**config.mk**
```make
export PLATFORM = sky130hd
export DESIGN_NAME = mastermind_top
export DESIGN_NICKNAME = d
export VERILOG_FILES = /design/src/design/mastermind_pkg.sv /design/src/design/peg_bus_if.sv /design/src/design/game_ctrl.sv /design/src/design/mastermind_top.sv /design/src/design/peg_regs.sv /design/src/design/peg_scorer.sv /design/src/design/seg7_display.sv
export VERILOG_INCLUDE_DIRS = /design/src /design/src/design
export SDC_FILE = /design/constraint.sdc
export NUM_CORES = 1
export LEC_CHECK = 0
export BUFFER_PORTS_ARGS = -buffer_cell sky130_fd_sc_hd__buf_2
export CORE_ASPECT_RATIO = 0.8
export CORE_UTILIZATION = 40
export DETAILED_ROUTE_END_ITERATION = 8
export PLACE_DENSITY = 0.57
export SYNTH_ARGS = -nofsm -noshare
export SYNTH_HDL_FRONTEND = slang
export SYNTH_HIERARCHICAL = 1
export SYNTH_SLANG_ARGS = --single-unit
```
**constraint.sdc**
```tcl
create_clock -name clock -period 2.9 [get_ports clock]
set_input_delay 0.145 -clock clock [delete_from_list [all_inputs] [get_ports clock]]
set_output_delay 0.145 -clock clock [all_outputs]
set_load 0.02 [all_outputs]
```
**src/design/mastermind_defs.svh**
```systemverilog
`ifndef MASTERMIND_DEFS_SVH
`define MASTERMIND_DEFS_SVH

// bits per colour peg
`define MM_PEG_W 3

// pegs in one code or guess row
`define MM_SLOTS 4

// round counter wraps after this many scores
`define MM_ROUNDS 8

// wide enough for a count of 0..MM_SLOTS
`define MM_SCORE_W 3

// segments a..g, active low
`define MM_SEG_W 7

`endif

```
**src/design/mastermind_pkg.sv**
```systemverilog
`include "mastermind_defs.svh"

package mastermind_pkg;

    typedef logic [`MM_PEG_W-1:0] peg_t;
    typedef peg_t [`MM_SLOTS-1:0] peg_row_t;
    typedef logic [$clog2(`MM_SLOTS)-1:0] slot_idx_t;
    typedef logic [`MM_SCORE_W-1:0] score_t;
    typedef logic [$clog2(`MM_ROUNDS)-1:0] round_t;
    typedef logic [`MM_SEG_W-1:0] seg_t;

    typedef enum logic [2:0] {
        CODE_ENTRY,
        CODE_RELEASE,
        GUESS_ENTRY,
        GUESS_RELEASE,
        SCORE_START,
        SCORE_WAIT
    } game_state_e;

    // hex digit to active-low segments, bit 6 is segment g
    function automatic seg_t seg_encode(input logic [3:0] value);
        case (value)
            4'h0: return 7'b100_0000;
            4'h1: return 7'b111_1001;
            4'h2: return 7'b010_0100;
            4'h3: return 7'b011_0000;
            4'h4: return 7'b001_1001;
            4'h5: return 7'b001_0010;
            4'h6: return 7'b000_0010;
            4'h7: return 7'b111_1000;
            4'h8: return 7'b000_0000;
            4'h9: return 7'b001_1000;
            4'hA: return 7'b000_1000;
            4'hB: return 7'b000_0011;
            4'hC: return 7'b100_0110;
            4'hD: return 7'b010_0001;
            4'hE: return 7'b000_0110;
            default: return 7'b000_1110;
        endcase
    endfunction

endpackage

```
**src/design/peg_bus_if.sv**
```systemverilog
`timescale 1ns/1ps

// per-slot write port into the peg rows
interface peg_bus_if;
    import mastermind_pkg::*;

    logic      wr_code;
    logic      wr_guess;
    slot_idx_t slot;
    peg_t      peg;

    modport ctrl (output wr_code, output wr_guess, output slot, output peg);
    modport regs (input wr_code, input wr_guess, input slot, input peg);
endinterface

// scoring handshake, start pulse in and valid pulse out
interface score_if;
    import mastermind_pkg::*;

    logic     start;
    peg_row_t code;
    peg_row_t guess;
    logic     valid;
    score_t   red;
    score_t   white;

    modport ctrl (output start, input valid);
    modport regs (output code, output guess);
    modport scorer (input start, input code, input guess, output valid, output red, output white);
endinterface

```
**src/design/game_ctrl.sv**
```systemverilog
`timescale 1ns/1ps
`include "mastermind_defs.svh"

module game_ctrl (
    input  logic                   clock,
    input  logic                   resetn,
    input  logic                   load_i,
    input  mastermind_pkg::peg_t   peg_i,
    output mastermind_pkg::round_t round_o,
    peg_bus_if.ctrl                bus,
    score_if.ctrl                  score
);
    import mastermind_pkg::*;

    game_state_e state;
    game_state_e state_nxt;
    slot_idx_t   slot;
    logic        slot_last;
    logic        release_evt;

    assign slot_last = (slot == slot_idx_t'(`MM_SLOTS - 1));

    // button let go while waiting in a release state
    assign release_evt = !load_i && (state == CODE_RELEASE || state == GUESS_RELEASE);

    // strobes fire on the press edge itself
    assign bus.wr_code  = (state == CODE_ENTRY) && load_i;
    assign bus.wr_guess = (state == GUESS_ENTRY) && load_i;
    assign bus.slot     = slot;
    assign bus.peg      = peg_i;
    assign score.start  = (state == SCORE_START);

    always_comb begin
        state_nxt = state;
        case (state)
            CODE_ENTRY: begin
                if (load_i) begin
                    state_nxt = CODE_RELEASE;
                end
            end
            CODE_RELEASE: begin
                if (!load_i) begin
                    state_nxt = slot_last ? GUESS_ENTRY : CODE_ENTRY;
                end
            end
            GUESS_ENTRY: begin
                if (load_i) begin
                    state_nxt = GUESS_RELEASE;
                end
            end
            GUESS_RELEASE: begin
                if (!load_i) begin
                    state_nxt = slot_last ? SCORE_START : GUESS_ENTRY;
                end
            end
            SCORE_START: begin
                state_nxt = SCORE_WAIT;
            end
            SCORE_WAIT: begin
                // buttons are ignored until the scorer answers
                if (score.valid) begin
                    state_nxt = GUESS_ENTRY;
                end
            end
            default: begin
                state_nxt = CODE_ENTRY;
            end
        endcase
    end

    always_ff @(posedge clock) begin
        if (!resetn) begin
            state   <= CODE_ENTRY;
            slot    <= '0;
            round_o <= '0;
        end else begin
            state <= state_nxt;
            if (release_evt) begin
                slot <= slot_last ? slot_idx_t'(0) : slot + 1'b1;
            end else if (state == SCORE_WAIT && score.valid) begin
                slot <= '0;
            end
            // round moves on as the score is launched
            if (state == SCORE_START) begin
                if (round_o == round_t'(`MM_ROUNDS - 1)) begin
                    round_o <= '0;
                end else begin
                    round_o <= round_o + 1'b1;
                end
            end
        end
    end

    // the scorer only answers while the FSM is waiting for it
    a_valid_in_wait: assert property (
        @(posedge clock) disable iff (!resetn)
        score.valid |-> (state == SCORE_WAIT)
    );

endmodule

```
**src/design/mastermind_top.sv**
```systemverilog
`timescale 1ns/1ps

module mastermind_top (
    input  logic                   clock,
    input  logic                   resetn,
    input  mastermind_pkg::peg_t   peg_i,
    input  logic                   load_i,
    output mastermind_pkg::seg_t   hex0_o,
    output mastermind_pkg::seg_t   hex1_o,
    output mastermind_pkg::seg_t   hex2_o,
    output mastermind_pkg::seg_t   hex3_o,
    output mastermind_pkg::seg_t   hex4_o,
    output mastermind_pkg::seg_t   hex5_o,
    output logic                   score_valid_o,
    output mastermind_pkg::score_t red_o,
    output mastermind_pkg::score_t white_o,
    output mastermind_pkg::round_t round_o
);

    peg_bus_if u_peg_bus ();
    score_if   u_score ();

    game_ctrl u_game_ctrl (
        .clock   (clock),
        .resetn  (resetn),
        .load_i  (load_i),
        .peg_i   (peg_i),
        .round_o (round_o),
        .bus     (u_peg_bus),
        .score   (u_score)
    );

    peg_regs u_peg_regs (
        .clock  (clock),
        .resetn (resetn),
        .bus    (u_peg_bus),
        .score  (u_score)
    );

    peg_scorer u_peg_scorer (
        .clock  (clock),
        .resetn (resetn),
        .score  (u_score)
    );

    seg7_display u_seg7_display (
        .guess  (u_score.guess),
        .red    (u_score.red),
        .white  (u_score.white),
        .hex0_o (hex0_o),
        .hex1_o (hex1_o),
        .hex2_o (hex2_o),
        .hex3_o (hex3_o),
        .hex4_o (hex4_o),
        .hex5_o (hex5_o)
    );

    assign score_valid_o = u_score.valid;
    assign red_o         = u_score.red;
    assign white_o       = u_score.white;

endmodule

```
**src/design/peg_regs.sv**
```systemverilog
`timescale 1ns/1ps

module peg_regs (
    input logic     clock,
    input logic     resetn,
    peg_bus_if.regs bus,
    score_if.regs   score
);
    import mastermind_pkg::*;

    peg_row_t code_row;
    peg_row_t guess_row;

    // one slot per strobe, never both rows at once
    always_ff @(posedge clock) begin
        if (!resetn) begin
            code_row  <= '0;
            guess_row <= '0;
        end else begin
            if (bus.wr_code) begin
                code_row[bus.slot] <= bus.peg;
            end
            if (bus.wr_guess) begin
                guess_row[bus.slot] <= bus.peg;
            end
        end
    end

    assign score.code  = code_row;
    assign score.guess = guess_row;

endmodule

```
**src/design/peg_scorer.sv**
```systemverilog
`timescale 1ns/1ps
`include "mastermind_defs.svh"

module peg_scorer (
    input logic       clock,
    input logic       resetn,
    score_if.scorer   score
);
    import mastermind_pkg::*;

    localparam int SLOTS = `MM_SLOTS;

    peg_row_t         code_q;
    peg_row_t         guess_q;
    logic [SLOTS-1:0] red_now;
    logic [SLOTS-1:0] red_mask;
    logic [SLOTS-1:0] claimed;
    logic [SLOTS-1:0] pick;
    score_t           red_cnt_now;
    score_t           red_acc;
    score_t           white_acc;
    slot_idx_t        idx;
    logic             busy;
    logic             fin;
    logic             hit;

    // exact matches straight off the register rows
    always_comb begin
        red_cnt_now = '0;
        for (int i = 0; i < SLOTS; i++) begin
            red_now[i]  = (score.code[i] == score.guess[i]);
            red_cnt_now = red_cnt_now + score_t'(red_now[i]);
        end
    end

    // lowest free guess slot of the same colour as code slot idx
    always_comb begin
        hit  = 1'b0;
        pick = '0;
        if (!red_mask[idx]) begin
            for (int j = 0; j < SLOTS; j++) begin
                if (!hit && !claimed[j] && !red_mask[j] && guess_q[j] == code_q[idx]) begin
                    hit     = 1'b1;
                    pick[j] = 1'b1;
                end
            end
        end
    end

    always_ff @(posedge clock) begin
        if (score.start) begin
            code_q   <= score.code;
            guess_q  <= score.guess;
            red_mask <= red_now;
        end
    end

    always_ff @(posedge clock) begin
        if (!resetn) begin
            busy        <= 1'b0;
            fin         <= 1'b0;
            idx         <= '0;
            claimed     <= '0;
            red_acc     <= '0;
            white_acc   <= '0;
            score.valid <= 1'b0;
            score.red   <= '0;
            score.white <= '0;
        end else begin
            score.valid <= 1'b0;
            if (score.start) begin
                busy      <= 1'b1;
                idx       <= '0;
                claimed   <= '0;
                red_acc   <= red_cnt_now;
                white_acc <= '0;
            end else if (busy && !fin) begin
                claimed   <= claimed | pick;
                white_acc <= white_acc + score_t'(hit);
                idx       <= idx + 1'b1;
                fin       <= (idx == slot_idx_t'(SLOTS - 1));
            end else if (fin) begin
                // publish and hold until the next result
                fin         <= 1'b0;
                busy        <= 1'b0;
                score.valid <= 1'b1;
                score.red   <= red_acc;
                score.white <= white_acc;
            end
        end
    end

    a_no_start_busy: assert property (
        @(posedge clock) disable iff (!resetn)
        score.start |-> !busy
    );

endmodule

```
**src/design/seg7_display.sv**
```systemverilog
`timescale 1ns/1ps

module seg7_display (
    input  mastermind_pkg::peg_row_t guess,
    input  mastermind_pkg::score_t   red,
    input  mastermind_pkg::score_t   white,
    output mastermind_pkg::seg_t     hex0_o,
    output mastermind_pkg::seg_t     hex1_o,
    output mastermind_pkg::seg_t     hex2_o,
    output mastermind_pkg::seg_t     hex3_o,
    output mastermind_pkg::seg_t     hex4_o,
    output mastermind_pkg::seg_t     hex5_o
);
    import mastermind_pkg::*;

    // guess row on the low four digits
    assign hex0_o = seg_encode(4'(guess[0]));
    assign hex1_o = seg_encode(4'(guess[1]));
    assign hex2_o = seg_encode(4'(guess[2]));
    assign hex3_o = seg_encode(4'(guess[3]));

    // score on the top two
    assign hex4_o = seg_encode(4'(red));
    assign hex5_o = seg_encode(4'(white));

endmodule

```
==> qor.yml <==
outcome:
  outcome: "finished with violations"
  violations: "design-rule violations"
route:
  vias: 2882
  drc: 1
  dr_wl_met3_um: 313
  dr_wl_met2_um: 3580
  drt_iter0_drc: 96
  topRoutingLayerUsed: "met4"
  routed_wl_um: 8170
  wl_per_cell_um: 13.6
  firstDrtPassIters: 6
  drtAntennaViolNets: 0
  wl_met1_um: 4210
  viasPerCell: 4.78
setup_path:
  reg2regPathDepth: 9
  cp.required_ns: 3.11
  path_cells: "mux4_2 > xor2_1 > or4_4 > o211a_1 > a21oi_2 > ha_1 > ha_1 > mux2i_1 > nor2_1"
  crit_top_cell: "ha_1"
  cp_slowest_cell: "mux4_2"
  critPathKind: "reg -> reg"
  path_max_fanout: 4
  cp.arrival_ns: 2.92
  endpoint_kind: "flip-flop"
  slowest_delay_ns: 0.60
  cp-start-kind: "flip-flop"
power:
  swShare: 0.192
  p_clk_frac: 0.497
  p_sw_uw: 475
  p_per_area_nw_per_um2: 489
  peakVddDrop_uv: 264
  leakagePower_uw: 0.00221
  comb_power_share: 0.025
  p_int_uw: 2000
  seqPwrFrac: 0.478
die:
  die_area_um2: 11100
  coreArea_um2: 10300
  start_util: 0.414
  die_width_um: 118
  ios: 58
  fp.dieH_um: 94.4
  num_rows: 33
global_route:
  grt_pass1_wl_um: 13300
  grt_use_total: 0.156
  overflow: 0
  antenna_found_initial: 0
  grt_max_degree: 31
  grt_pass1_vias: 2651
flow_run:
  maxCapViolCount: 0
clock_tree:
  numCtsBuffers: 9
  htreeDepth: 3
  clk_latency_ns: 0.33
  root_buffer: "clkbuf_16"
  clockBufferDepth: 2
  cts_post_setup_buffers_inserted: 0
  cts_tree: "done"
  cts_sinks: 81
  clk_pin_slew_ns: 0.06
synth:
  synth_top_area_share: 0.248
  postSynthCellCount: 394
  yosys_warnings: 6
  synthArstFlopShare: 0
  syn_nets: 439
  synth_cell_types: 47
  syn_area_um2: 4270
  synth_top_area_cell: "dfxtp_1"
  ys_ff_latch: 81
  postSynthAreaPerCell_um2: 10.8
  synth_flop_cell: "dfxtp_1"
  yosys-top-cells-area: "dfxtp_1 25%, edfxtp_1 20%, ha_1 11%, mux2i_1 9.8%, nand2_1 3.9%"
  synth-edff-count: 28
  synth_seq_area_share: 0.445
timing:
  slew_headroom: 0.495
  worst_pin_slew_ns: 0.756
  setup_viol: 0
  worst_slack_ns: 0.190
  fmax_mhz: 369
  final_hold_viol_count: 0
  skew_ns: 0.00647
  slew_violations: 0
  rsz0062_at_grt: "no"
  fin_crit_sh: 0.935
  period_needed_ns: 2.71
  fin_setup_tns_ns: 0
worst_hold_path:
  min_path_type: "in -> reg"
  hold_depth: 3
layout:
  area_growth_pct: 18.6
  design_area_um2: 5070
  nFillCells: 953
  multi_input_area_um2: 2200
  insertedDiodeCount: 0
  drive_gt1_frac: 0.214
  regArea_um2: 1900
  fin_nets: 503
place:
  hpwl_um: 6010
  io_buffer_count: 57
  pre_cts_slack_ns: 0.0980
  gp_congestion: 0.795
  placed_cell_area_um2: 4740
per-layer routing:
metal  vias to the layer above  GRT usage
met5                         -          0
met4                         0     0.0385
met3                         7     0.0507
met2                        52      0.246
met1                      1352      0.207
li1                       1471          -
registers in the layout, summed over array words and instances, names as in the netlist:
signal	cells
u_game_ctrl/state	3
u_game_ctrl/bus.slot	2
u_peg_scorer/idx	2
u_peg_scorer/claimed	4
u_peg_scorer/red_mask	4
u_peg_regs/score.code	12
u_game_ctrl/round_o	3
u_peg_scorer/busy	1
u_peg_scorer/red_acc	3
u_peg_scorer/code_q	12
u_peg_scorer/guess_q	12
u_peg_scorer/score.valid	1
u_peg_scorer/score.white	3
u_peg_scorer/fin	1
u_peg_scorer/score.red	3
u_peg_regs/score.guess	12
u_peg_scorer/white_acc	3
cell usage in the layout, fill, tap and decap left out, types with 2 or more instances in the layout:
cell type	instances
buf_2	57
dfxtp_1	52
nand2_1	44
mux2i_1	42
ha_1	38
edfxtp_1	28
inv_1	22
nor2b_1	20
nor2_1	18
xnor2_1	15
o21ai_0	12
xor2_1	11
clkbuf_16	9
buf_4	9
and2_1	8
nand3b_1	7
a21oi_1	7
nand2b_1	6
nand3_1	6
and2b_1	4
nor3b_2	3
a21boi_1	3
mux4_2	3
bufinv_16	2
clkbuf_8	2
nor3_1	2
a31oi_1	2
a32o_2	2
nand4_1	2
nor4_1	2
o21a_1	2
mux2_4	2
repair_timing:
item                       4_1_cts  5_1_grt
hold buffers                     0        0
setup endpoints to repair        0        2
gates resized for setup          0        1
cell usage after synthesis (2+ instances only):
library cell	instances
a21boi_1	3
a21oi_1	7
a31oi_1	2
a32o_2	2
and2_1	8
and2b_1	4
buf_2	4
buf_4	3
buf_6	2
clkbuf_1	5
dfxtp_1	53
edfxtp_1	28
ha_1	38
inv_1	22
mux2_4	2
mux2i_1	42
mux4_2	3
nand2_1	44
nand2b_1	6
nand3_1	6
nand3b_1	7
nand4_1	2
nor2_1	18
nor2b_1	20
nor3_1	2
nor3b_2	3
nor4_1	2
o21a_1	2
o21ai_0	12
xnor2_1	15
xor2_1	11
stage by stage:
step | hold WS [ns] | util | cells | power [µW]
floorplan | 0.273 | - | 394 | 1250
finish | 0.161 | 0.491 | 603 | 2480
global placement | 0.465 | 0.459 | 587 | 1270
CTS | 0.140 | 0.491 | 603 | 2510
global route | 0.170 | 0.491 | 603 | 2560
detailed placement | 0.454 | 0.459 | 587 | 1270
power by group through the flow:
stage / clock network, µW / logic [µW] / registers, µW
2_1_floorplan: 0 / 48.4 / 1200
3_3_place_gp: 0 / 62.3 / 1210
3_5_place_dp: 0 / 63.1 / 1210
4_1_cts: 1260 / 63.7 / 1180
5_1_grt: 1300 / 72.8 / 1180
6_report: 1230 / 63.0 / 1180
cells by family (layout without fill, tap and decap cells):
kind of cell / after synthesis / count (layout) / synth area share
flops: 81 / 81 / 0.445
fa+ha+maj: 39 / 39 / 0.116
buf+inv: 36 / 105 / 0.0389
compound gates: 33 / 33 / 0.0495
xor+xnor: 26 / 26 / 0.0533
simple gates: 129 / 129 / 0.165
mux: 50 / 50 / 0.133
layout make-up:
class / instances / area share
Inverter: 22 / 0.0163
Timing Repair Buffer: 67 / 0.0736
Clock inverter: 4 / 0.0146
Sequential cell: 81 / 0.375
Clock buffer: 12 / 0.0506
Tap cell: 140 / 0.0346
Multi-Input combinational cell: 277 / 0.435
critical path, delay by kind of cell, from the launching register on:
family | cells | cell delay (ns)
AOI/OAI and AO/OA | 2 | 0.36
xor gates and xnor gates | 1 | 0.17
adders and majority gates | 2 | 0.37
DFF | 1 | 0.39
muxes | 2 | 0.73
and+or+nand+nor | 2 | 0.57
path summary, 6_finish.rpt:
path / startpoint / end / slack, ns
worst max register to register: u_peg_scorer/idx[0]$_SDFFE_PP0P_ / u_peg_scorer/white_acc[1]$_SDFFE_PP0P_ / 0.19
worst max-delay path: u_peg_scorer/idx[0]$_SDFFE_PP0P_ / u_peg_scorer/white_acc[1]$_SDFFE_PP0P_ / 0.19
worst min register to register: u_peg_scorer/claimed[3]$_SDFFE_PP0P_ / u_peg_scorer/claimed[3]$_SDFFE_PP0P_ / 0.46
worst min-delay path: load_i / u_game_ctrl/state[0]$_SDFFE_PN0P_ / 0.16
Power figures use the tool's default switching activity.
